`src/qspi_pkg.sv`:
```
package qspi_pkg;

    // Register port address width and byte offsets
    localparam int REG_ADDR_W = 6;

    localparam logic [REG_ADDR_W-1:0] ADDR_CCR = 6'h00;
    localparam logic [REG_ADDR_W-1:0] ADDR_ADR = 6'h04;
    localparam logic [REG_ADDR_W-1:0] ADDR_DR0 = 6'h08;
    localparam logic [REG_ADDR_W-1:0] ADDR_STA = 6'h28;

    // Data buffer geometry
    localparam int DR_WORDS  = 8;
    localparam int DR_BYTES  = DR_WORDS * 4;
    localparam int BUF_IDX_W = 5;

    // CCR field positions
    localparam int CCR_CMD_LSB     = 0;
    localparam int CCR_LANES_LSB   = 8;
    localparam int CCR_DIR_BIT     = 10;
    localparam int CCR_DUMMY_LSB   = 11;
    localparam int CCR_NBYTES_LSB  = 16;
    localparam int CCR_ADDR_EN_BIT = 21;
    localparam int CCR_DIV_LSB     = 24;
    localparam int CCR_START_BIT   = 31;

    localparam int DIV_W   = 6;
    localparam int DUMMY_W = 5;

    // Lane modes of the data phase where NONE sends the command only
    localparam logic [1:0] LANES_NONE = 2'd0;
    localparam logic [1:0] LANES_X1   = 2'd1;
    localparam logic [1:0] LANES_X2   = 2'd2;
    localparam logic [1:0] LANES_X4   = 2'd3;

    // STA bits
    localparam int STA_BUSY_BIT = 0;
    localparam int STA_DONE_BIT = 1;

endpackage

```
`src/qspi_regs.sv`:
```
module qspi_regs (
    input  logic                             clk_i,
    input  logic                             rst_ni,
    input  logic                             write_i,
    input  logic [3:0]                       data_be_i,
    input  logic [qspi_pkg::REG_ADDR_W-1:0]  addr_i,
    input  logic [31:0]                      wdata_i,
    input  logic [qspi_pkg::BUF_IDX_W-1:0]   tx_idx_i,
    input  logic                             rx_we_i,
    input  logic [qspi_pkg::BUF_IDX_W-1:0]   rx_idx_i,
    input  logic [7:0]                       rx_byte_i,
    input  logic                             done_i,
    output logic [31:0]                      rdata_o,
    output logic                             start_o,
    output logic [7:0]                       cmd_o,
    output logic [23:0]                      addr_o,
    output logic [1:0]                       lanes_o,
    output logic                             dir_o,
    output logic [qspi_pkg::DUMMY_W-1:0]     dummy_o,
    output logic [qspi_pkg::BUF_IDX_W-1:0]   nbytes_o,
    output logic                             addr_en_o,
    output logic [qspi_pkg::DIV_W-1:0]       div_o,
    output logic [7:0]                       tx_byte_o
);
    import qspi_pkg::*;

    logic [30:0]           ccr_q;
    logic [23:0]           adr_q;
    logic [7:0]            dr_q [DR_WORDS*4];
    logic                  busy_q;
    logic                  done_q;
    logic                  start_q;
    logic                  wr_ccr;
    logic                  wr_adr;
    logic                  wr_dr;
    logic                  in_dr;
    logic                  start_wr;
    logic [REG_ADDR_W-1:0] dr_off;
    logic [BUF_IDX_W-1:0]  dr_base;
    logic [31:0]           dr_word;
    logic [31:0]           rword;

    // Host writes are dropped while a transaction runs
    assign dr_off   = addr_i - ADDR_DR0;
    assign dr_base  = dr_off[BUF_IDX_W-1:0];
    assign in_dr    = (addr_i >= ADDR_DR0) && (dr_off < REG_ADDR_W'(DR_BYTES));
    assign wr_ccr   = write_i && !busy_q && (addr_i == ADDR_CCR);
    assign wr_adr   = write_i && !busy_q && (addr_i == ADDR_ADR);
    assign wr_dr    = write_i && !busy_q && in_dr;
    assign start_wr = wr_ccr && data_be_i[3] && wdata_i[CCR_START_BIT];

    //////////////////////////////////////////////////
    // Configuration and status
    //////////////////////////////////////////////////

    always_ff @(posedge clk_i or negedge rst_ni) begin
        if (!rst_ni) begin
            ccr_q <= '0;
            adr_q <= '0;
        end else begin
            for (int k = 0; k < 3; k++) begin
                if (wr_ccr && data_be_i[k]) begin
                    ccr_q[8*k +: 8] <= wdata_i[8*k +: 8];
                end
                if (wr_adr && data_be_i[k]) begin
                    adr_q[8*k +: 8] <= wdata_i[8*k +: 8];
                end
            end
            // The top byte of CCR keeps everything below the start bit
            if (wr_ccr && data_be_i[3]) begin
                ccr_q[30:24] <= wdata_i[30:24];
            end
        end
    end

    always_ff @(posedge clk_i or negedge rst_ni) begin
        if (!rst_ni) begin
            busy_q  <= 1'b0;
            done_q  <= 1'b0;
            start_q <= 1'b0;
        end else begin
            start_q <= start_wr;
            if (start_wr) begin
                busy_q <= 1'b1;
                done_q <= 1'b0;
            end else if (done_i) begin
                busy_q <= 1'b0;
                done_q <= 1'b1;
            end
        end
    end

    //////////////////////////////////////////////////
    // Data buffer
    //////////////////////////////////////////////////

    // Host and engine never write in the same cycle, since the host is locked out while busy
    always_ff @(posedge clk_i) begin
        for (int k = 0; k < 4; k++) begin
            if (wr_dr && data_be_i[k]) begin
                dr_q[{dr_base[BUF_IDX_W-1:2], 2'(k)}] <= wdata_i[8*k +: 8];
            end
        end
        if (rx_we_i) begin
            dr_q[rx_idx_i] <= rx_byte_i;
        end
    end

    always_comb begin
        for (int k = 0; k < 4; k++) begin
            dr_word[8*k +: 8] = dr_q[{dr_base[BUF_IDX_W-1:2], 2'(k)}];
        end
    end

    //////////////////////////////////////////////////
    // Read mux
    //////////////////////////////////////////////////

    always_comb begin
        rword = '0;
        if (addr_i == ADDR_CCR) begin
            rword = {1'b0, ccr_q};
        end else if (addr_i == ADDR_ADR) begin
            rword = {8'h00, adr_q};
        end else if (addr_i == ADDR_STA) begin
            rword[STA_BUSY_BIT] = busy_q;
            rword[STA_DONE_BIT] = done_q;
        end else if (in_dr) begin
            rword = dr_word;
        end
        for (int k = 0; k < 4; k++) begin
            rdata_o[8*k +: 8] = data_be_i[k] ? rword[8*k +: 8] : 8'h00;
        end
    end

    assign start_o   = start_q;
    assign cmd_o     = ccr_q[CCR_CMD_LSB +: 8];
    assign lanes_o   = ccr_q[CCR_LANES_LSB +: 2];
    assign dir_o     = ccr_q[CCR_DIR_BIT];
    assign dummy_o   = ccr_q[CCR_DUMMY_LSB +: DUMMY_W];
    assign nbytes_o  = ccr_q[CCR_NBYTES_LSB +: BUF_IDX_W];
    assign addr_en_o = ccr_q[CCR_ADDR_EN_BIT];
    assign div_o     = ccr_q[CCR_DIV_LSB +: DIV_W];
    assign addr_o    = adr_q;
    assign tx_byte_o = dr_q[tx_idx_i];

endmodule

```
`src/qspi_sclk_gen.sv`:
```
module qspi_sclk_gen (
    input  logic                        clk_i,
    input  logic                        rst_ni,
    input  logic                        run_i,
    input  logic [qspi_pkg::DIV_W-1:0]  div_i,
    output logic                        sclk_o,
    output logic                        rise_o,
    output logic                        fall_o
);
    import qspi_pkg::*;

    logic [DIV_W-1:0] cnt_q;
    logic             toggle;

    // SCLK flips once the counter has spent div_i plus one cycles in a half period
    assign toggle = run_i && (cnt_q == div_i);
    assign rise_o = toggle && !sclk_o;
    assign fall_o = toggle && sclk_o;

    always_ff @(posedge clk_i or negedge rst_ni) begin
        if (!rst_ni) begin
            cnt_q  <= '0;
            sclk_o <= 1'b0;
        end else if (!run_i) begin
            // Mode 0 idle level
            cnt_q  <= '0;
            sclk_o <= 1'b0;
        end else if (toggle) begin
            cnt_q  <= '0;
            sclk_o <= !sclk_o;
        end else begin
            cnt_q <= cnt_q + 1'b1;
        end
    end

endmodule

```
`src/qspi_engine.sv`:
```
module qspi_engine (
    input  logic                            clk_i,
    input  logic                            rst_ni,
    input  logic                            start_i,
    input  logic [7:0]                      cmd_i,
    input  logic [23:0]                     addr_i,
    input  logic [1:0]                      lanes_i,
    input  logic                            dir_i,
    input  logic [qspi_pkg::DUMMY_W-1:0]    dummy_i,
    input  logic [qspi_pkg::BUF_IDX_W-1:0]  nbytes_i,
    input  logic                            addr_en_i,
    input  logic                            rise_i,
    input  logic                            fall_i,
    input  logic [7:0]                      tx_byte_i,
    input  logic [3:0]                      io_i,
    output logic                            run_o,
    output logic                            cs_no,
    output logic [3:0]                      io_o,
    output logic [3:0]                      io_oe_o,
    output logic [qspi_pkg::BUF_IDX_W-1:0]  tx_idx_o,
    output logic                            rx_we_o,
    output logic [qspi_pkg::BUF_IDX_W-1:0]  rx_idx_o,
    output logic [7:0]                      rx_byte_o,
    output logic                            done_o
);
    import qspi_pkg::*;

    typedef enum logic [2:0] {
        ST_IDLE,
        ST_CMD,
        ST_ADDR,
        ST_DUMMY,
        ST_DATA
    } state_e;

    state_e                 state_q;
    state_e                 state_d;
    state_e                 tail_state;
    logic                   cs_nq;
    logic [BUF_IDX_W+2:0]   bit_q;
    logic [3:0]             lane_step;
    logic [3:0]             step;
    logic                   grp_last;
    logic                   phase_end;
    logic                   reading;
    logic [7:0]             rx_sh_q;
    logic [7:0]             rx_next;
    logic [7:0]             cmd_sh;
    logic [23:0]            adr_sh;
    logic [7:0]             tx_sh;

    // Bits moved per SCLK cycle in the data phase
    always_comb begin
        case (lanes_i)
            LANES_X2: lane_step = 4'd2;
            LANES_X4: lane_step = 4'd4;
            default:  lane_step = 4'd1;
        endcase
    end

    assign step     = (state_q == ST_DATA) ? lane_step : 4'd1;
    assign grp_last = ({1'b0, bit_q[2:0]} + lane_step) == 4'd8;
    assign reading  = (state_q == ST_DATA) && !dir_i;

    // Dummy clocks only lead into a data phase
    assign tail_state = (lanes_i == LANES_NONE) ? ST_IDLE :
                        (dummy_i != '0)         ? ST_DUMMY : ST_DATA;

    //////////////////////////////////////////////////
    // Phase sequencing
    //////////////////////////////////////////////////

    always_comb begin
        phase_end = 1'b0;
        state_d   = state_q;
        case (state_q)
            ST_CMD: begin
                phase_end = bit_q[2:0] == 3'd7;
                state_d   = addr_en_i ? ST_ADDR : tail_state;
            end
            ST_ADDR: begin
                phase_end = bit_q[4:0] == 5'd23;
                state_d   = tail_state;
            end
            ST_DUMMY: begin
                phase_end = bit_q[DUMMY_W-1:0] == dummy_i - 1'b1;
                state_d   = ST_DATA;
            end
            ST_DATA: begin
                phase_end = (bit_q[BUF_IDX_W+2:3] == nbytes_i) && grp_last;
                state_d   = ST_IDLE;
            end
            default: begin
                phase_end = 1'b0;
                state_d   = ST_IDLE;
            end
        endcase
    end

    // Phases change on the SCLK fall, so each bit is held for a full SCLK cycle
    always_ff @(posedge clk_i or negedge rst_ni) begin
        if (!rst_ni) begin
            state_q <= ST_IDLE;
            cs_nq   <= 1'b1;
            bit_q   <= '0;
        end else if (state_q == ST_IDLE) begin
            if (start_i) begin
                state_q <= ST_CMD;
                cs_nq   <= 1'b0;
                bit_q   <= '0;
            end
        end else if (fall_i) begin
            if (phase_end) begin
                state_q <= state_d;
                cs_nq   <= state_d == ST_IDLE;
                bit_q   <= '0;
            end else begin
                bit_q <= bit_q + (BUF_IDX_W+3)'(step);
            end
        end
    end

    assign run_o  = state_q != ST_IDLE;
    assign cs_no  = cs_nq;
    assign done_o = fall_i && phase_end && (state_d == ST_IDLE);

    //////////////////////////////////////////////////
    // Serial data
    //////////////////////////////////////////////////

    always_comb begin
        cmd_sh  = cmd_i << bit_q[2:0];
        adr_sh  = addr_i << bit_q[4:0];
        tx_sh   = tx_byte_i << bit_q[2:0];
        io_o    = 4'b0000;
        io_oe_o = 4'b0000;
        case (state_q)
            ST_CMD: begin
                io_o[0] = cmd_sh[7];
                io_oe_o = 4'b0001;
            end
            ST_ADDR: begin
                io_o[0] = adr_sh[23];
                io_oe_o = 4'b0001;
            end
            ST_DATA: begin
                // Lane 0 takes the lowest bit of each group
                if (dir_i) begin
                    case (lanes_i)
                        LANES_X2: begin
                            io_o[1:0] = tx_sh[7:6];
                            io_oe_o   = 4'b0011;
                        end
                        LANES_X4: begin
                            io_o    = tx_sh[7:4];
                            io_oe_o = 4'b1111;
                        end
                        default: begin
                            io_o[0] = tx_sh[7];
                            io_oe_o = 4'b0001;
                        end
                    endcase
                end
            end
            default: begin
                io_oe_o = 4'b0000;
            end
        endcase
    end

    always_comb begin
        case (lanes_i)
            LANES_X2: rx_next = {rx_sh_q[5:0], io_i[1:0]};
            LANES_X4: rx_next = {rx_sh_q[3:0], io_i};
            default:  rx_next = {rx_sh_q[6:0], io_i[0]};
        endcase
    end

    always_ff @(posedge clk_i) begin
        if (reading && rise_i) begin
            rx_sh_q <= rx_next;
        end
    end

    // A read byte is complete on the rise that samples its last group
    assign rx_we_o   = reading && rise_i && grp_last;
    assign rx_byte_o = rx_next;
    assign rx_idx_o  = bit_q[BUF_IDX_W+2:3];
    assign tx_idx_o  = bit_q[BUF_IDX_W+2:3];

endmodule

```
`src/qspi_master.sv`:
```
module qspi_master (
    input  logic                            clk_i,
    input  logic                            rst_ni,
    input  logic                            write_i,
    input  logic [3:0]                      data_be_i,
    input  logic [qspi_pkg::REG_ADDR_W-1:0] addr_i,
    input  logic [31:0]                     wdata_i,
    input  logic [3:0]                      io_i,
    output logic [31:0]                     rdata_o,
    output logic                            sclk_o,
    output logic                            cs_no,
    output logic [3:0]                      io_o,
    output logic [3:0]                      io_oe_o
);
    import qspi_pkg::*;

    logic                 start;
    logic                 done;
    logic [7:0]           cmd;
    logic [23:0]          addr;
    logic [1:0]           lanes;
    logic                 dir;
    logic [DUMMY_W-1:0]   dummy;
    logic [BUF_IDX_W-1:0] nbytes;
    logic                 addr_en;
    logic [DIV_W-1:0]     div;
    logic [BUF_IDX_W-1:0] tx_idx;
    logic [7:0]           tx_byte;
    logic                 rx_we;
    logic [BUF_IDX_W-1:0] rx_idx;
    logic [7:0]           rx_byte;
    logic                 run;
    logic                 rise;
    logic                 fall;

    qspi_regs regs_i (
        .clk_i     (clk_i),
        .rst_ni    (rst_ni),
        .write_i   (write_i),
        .data_be_i (data_be_i),
        .addr_i    (addr_i),
        .wdata_i   (wdata_i),
        .tx_idx_i  (tx_idx),
        .rx_we_i   (rx_we),
        .rx_idx_i  (rx_idx),
        .rx_byte_i (rx_byte),
        .done_i    (done),
        .rdata_o   (rdata_o),
        .start_o   (start),
        .cmd_o     (cmd),
        .addr_o    (addr),
        .lanes_o   (lanes),
        .dir_o     (dir),
        .dummy_o   (dummy),
        .nbytes_o  (nbytes),
        .addr_en_o (addr_en),
        .div_o     (div),
        .tx_byte_o (tx_byte)
    );

    qspi_sclk_gen sclk_gen_i (
        .clk_i  (clk_i),
        .rst_ni (rst_ni),
        .run_i  (run),
        .div_i  (div),
        .sclk_o (sclk_o),
        .rise_o (rise),
        .fall_o (fall)
    );

    qspi_engine engine_i (
        .clk_i     (clk_i),
        .rst_ni    (rst_ni),
        .start_i   (start),
        .cmd_i     (cmd),
        .addr_i    (addr),
        .lanes_i   (lanes),
        .dir_i     (dir),
        .dummy_i   (dummy),
        .nbytes_i  (nbytes),
        .addr_en_i (addr_en),
        .rise_i    (rise),
        .fall_i    (fall),
        .tx_byte_i (tx_byte),
        .io_i      (io_i),
        .run_o     (run),
        .cs_no     (cs_no),
        .io_o      (io_o),
        .io_oe_o   (io_oe_o),
        .tx_idx_o  (tx_idx),
        .rx_we_o   (rx_we),
        .rx_idx_o  (rx_idx),
        .rx_byte_o (rx_byte),
        .done_o    (done)
    );

endmodule

```
`config.mk`:
```
export PLATFORM = sky130hd
export DESIGN_NAME = qspi_master
export DESIGN_NICKNAME = d
export VERILOG_FILES = /design/src/qspi_pkg.sv /design/src/qspi_regs.sv /design/src/qspi_sclk_gen.sv /design/src/qspi_engine.sv /design/src/qspi_master.sv
export SDC_FILE = /design/constraint.sdc
export NUM_CORES = 1
export LEC_CHECK = 0
export ABC_AREA = 1
export ABC_CLOCK_PERIOD_IN_PS = 4220
export BUFFER_PORTS_ARGS = -buffer_cell sky130_fd_sc_hd__buf_2
export CELL_PAD_IN_SITES_DETAIL_PLACEMENT = 0
export CELL_PAD_IN_SITES_GLOBAL_PLACEMENT = 1
export CORE_AREA = 5 5 236 238
export CTS_CLUSTER_DIAMETER = 150
export DETAILED_ROUTE_END_ITERATION = 16
export DIE_AREA = 0 0 241 243
export GPL_TIMING_DRIVEN = 1
export HOLD_SLACK_MARGIN = 0.08
export PLACE_DENSITY_LB_ADDON = 0.1
export SYNTH_ARGS = -nofsm -noshare
export SYNTH_HDL_FRONTEND = slang
export SYNTH_SLANG_ARGS = --single-unit
```
`constraint.sdc`:
```
create_clock -name clk_i -period 4.22 [get_ports clk_i]
set_input_delay 0.211 -clock clk_i [delete_from_list [all_inputs] [get_ports clk_i]]
set_output_delay 0.211 -clock clk_i [all_outputs]
set_load 0.02 [all_outputs]
```
==> run summary <==
Status = finished, final reports clean
Final ANT Viol Nets = 0
RR Startpoint = regs_i.ccr_q[9]
Crit path launch type = flop
Die W = 241 um
Area Growth Syn to Fin = 11.7%
Final GP Congestion = 1.00
Maximum VDD drop = 0.000227 V
Critical Path RT = 4.01 ns
Rel. slew slack = 0.147
Area after DPL = 0.0219 sq mm
Post-route insts no fill = 3490
WHS = 0.113 ns
Skew final = 0.0312 ns
Synth warn = 0
# rows = 85
CTS tree = built
Synth area leader = edfxtp_1
Syn Area/Cell = 7.61 sq um
Post-synth EDFFs = 263
Critical path destination = io_o[1]
Clock Pin Slew Worst Setup and Hold Paths = 0.06 ns
Cells after DPL = 3396
Main synth FF type = edfxtp_1
Via density = 5.96
Die footprint = 0.0586 sq mm
Worst-margin pin slew = 1.27 ns
# hold bufs at CTS = 15
Setup Viol. Count Final = 0
R2R Path End = regs_i.dr_q[15][6]
Max_cap viols = 0
CTS H-tree depth = 2
Core Area = 0.0534 sq mm
Sum Neg Setup Slack = 0 ns
Clock Tree Root = clkbuf_16
Max Clock Freq = 251 MHz
CTS Buffer Depth = 3
Critical path peak fanout = 8
Min Tclk post-route = 3.99 ns
Slew Limit Fails = 0
Number of distinct library cells after synthesis = 46
Unrepaired setup endpoints after global routing = false
Initial antenna violation count = 2
Buffers on Ports = 90
Pre-CTS setup slack = 0.513 ns
Nets = 2823
Crit path from = engine_i.bit_q[4]
Synth Register Bits = 340
Worst EP arrival = 3.77 ns
Final WS setup = 0.234 ns
Pre-antenna DRT Iters = 6
Mapped Cells = 2763
Pwr Total = 8.07 mW
Pin count of the biggest net entering global routing = 104
Leak = 10.4 nW
Grt ovf = 0
Area contributors post-synth = edfxtp_1 (38%), nand2_1 (22%), dfrtp_1 (9.0%), o21ai_0 (4.9%), o21ai_1 (3.9%)
Crit Path Class = reg -> out
Worst hold path type = in -> reg
Power per cell area = 344 mW/mm^2
Layout Utilization = 0.440
Final worst path period share = 0.944
Net Count, Synth = 2826
Post-Syn Area = 0.0210 sq mm
TritonCTS Buffers = 43
Iteration-0 DRC Markers = 2821
Overall Global Routing Usage = 0.350
Post-DP HPWL = 76100 um
Drt drc = 0
I/O Pins = 91
Reg-to-reg slack, setup = 0.42 ns
Chip height = 243 um
Seq/Total Area, Yosys = 0.467
Clk_lat worst skew = 0.59 ns
Sink Count = 340
Total wire length = 105000 um
Final Cell Area = 0.0235 sq mm
Vias in the first global route = 19400
R2r worst-path depth = 12
Layout cells sized above 1 = 0.102
Final count of hold timing violations = 0
Async set-reset flop share out of synthesis = 0.226
Top cell type's share of synthesized area = 0.376
Post CTS Setup Buffer Count = 0
Crit path capture type = primary output
Drt wl/cell = 30.1 um
Initial Utilization = 0.394
# resized after CTS = 0
DR vias = 20800
First-pass GRT wire length = 146000 um
[metal layers]
layer / wire, um / part of all wire / track usage
met3: 10800 / 0.10 / 0.0699
met5: 20 / 0.00019 / 0
met4: 6220 / 0.059 / 0.165
met1: 41900 / 0.40 / 0.478
met2: 46000 / 0.44 / 0.534
[where the power goes]
group          total [mW]  switching, mW  leakage (nW)  internal, mW
clock                3.76           1.54         0.695          2.22
combinational       0.694          0.507          6.25         0.187
sequential           3.61        0.00117          3.41          3.61
[sequential cells by signal (all words and copies together) (netlist names)]
signal and flops:
regs_i.done_q 1, engine_i.bit_q 8, regs_i.dr_q 256, sclk_gen_i.sclk_o 1, regs_i.busy_q 1, engine_i.cs_no 1
regs_i.ccr_q 31, engine_i.rx_sh_q 7, regs_i.addr_o 24, sclk_gen_i.cnt_q 6, regs_i.start_o 1, engine_i.state_q 3
[worst min-delay path by stage]
stage	slack, ns	endpoint	startpoint	cells after the start
CTS	0.08	regs_i.ccr_q[13]	wdata_i[13]	3
finish	0.11	regs_i.ccr_q[10]	wdata_i[10]	3
floorplan	-0.08	engine_i.bit_q[0]	rst_ni	0
detailed placement	0.30	regs_i.addr_o[11]	rst_ni	1
global route	0.10	regs_i.addr_o[13]	wdata_i[13]	3
global placement	0.30	regs_i.addr_o[10]	rst_ni	1
[cell usage after synthesis (2+ instances only)]
library cell     n
a21oi_1         65
a22oi_1         19
a31oi_1          2
a32oi_1          7
buf_1           51
buf_12           2
buf_2           19
buf_4            2
buf_6           19
clkbuf_1       121
clkinv_1         4
dfrtp_1         76
edfxtp_1       263
ha_1            13
inv_1          105
mux2_2           5
mux2i_1          2
nand2_1       1209
nand3_1        141
nand3_2          8
nand3_4         20
nand4_1          4
nor2_1         106
nor3_1          18
nor3b_1          2
nor4_1           2
o211ai_1         4
o21ai_0        204
o21ai_1        163
o221ai_1        68
o22ai_1          5
or2_2            4
xnor2_1          8
xor2_1          10
[layout by cell type (no fill, tap or decap), types with 45 or more instances in the layout]
cell / count
nor2_1: 102
o221ai_1: 68
nand3_1: 141
buf_4: 60
o21ai_1: 163
inv_1: 101
nand2_1: 1207
clkbuf_16: 45
dfrtp_1: 74
buf_2: 89
o21ai_0: 204
edfxtp_1: 263
a21oi_1: 64
[critical path: stages (launching register included)]
cell and delay [ns]:
dfrtp_2 0.56, clkinv_1 0.16, nor2_2 0.66, buf_4 0.26, nand2_1 0.05, nand3_1 0.07
nand2_1 0.11, nand2_1 0.13, inv_1 0.05, nand3_1 0.08, nand2_1 0.07, nand2_1 0.10
nand3_1 0.17, nand2_1 0.18, nand2_1 0.07, a21oi_1 0.24, buf_2 0.22
[logic make-up (layout without fill, tap and decap cells)]
kind of cell / after synthesis / in the layout / synth area share
and+or+nand+nor: 1521 / 1521 / 0.300
adders and majority gates: 14 / 14 / 0.00869
other: 0 / 1 / 0
buffers and inverters: 325 / 355 / 0.0684
DFF: 340 / 340 / 0.467
xor gates and xnor gates: 18 / 18 / 0.00750
muxes: 7 / 7 / 0.00363
AOI/OAI and AO/OA: 538 / 538 / 0.145
[final cells by class]
| class | count | area (sq um) |
|---|---|---|
| antenna | 1 | 2.50 |
| clock buffer | 59 | 1230 |
| clock inverter | 19 | 185 |
| fill | 5505 | 29900 |
| inverter | 110 | 414 |
| multi-input combinational | 2098 | 9850 |
| sequential | 340 | 9830 |
| tap | 696 | 871 |
| timing repair buffer | 167 | 1110 |
(Power assumes the default switching activity.)
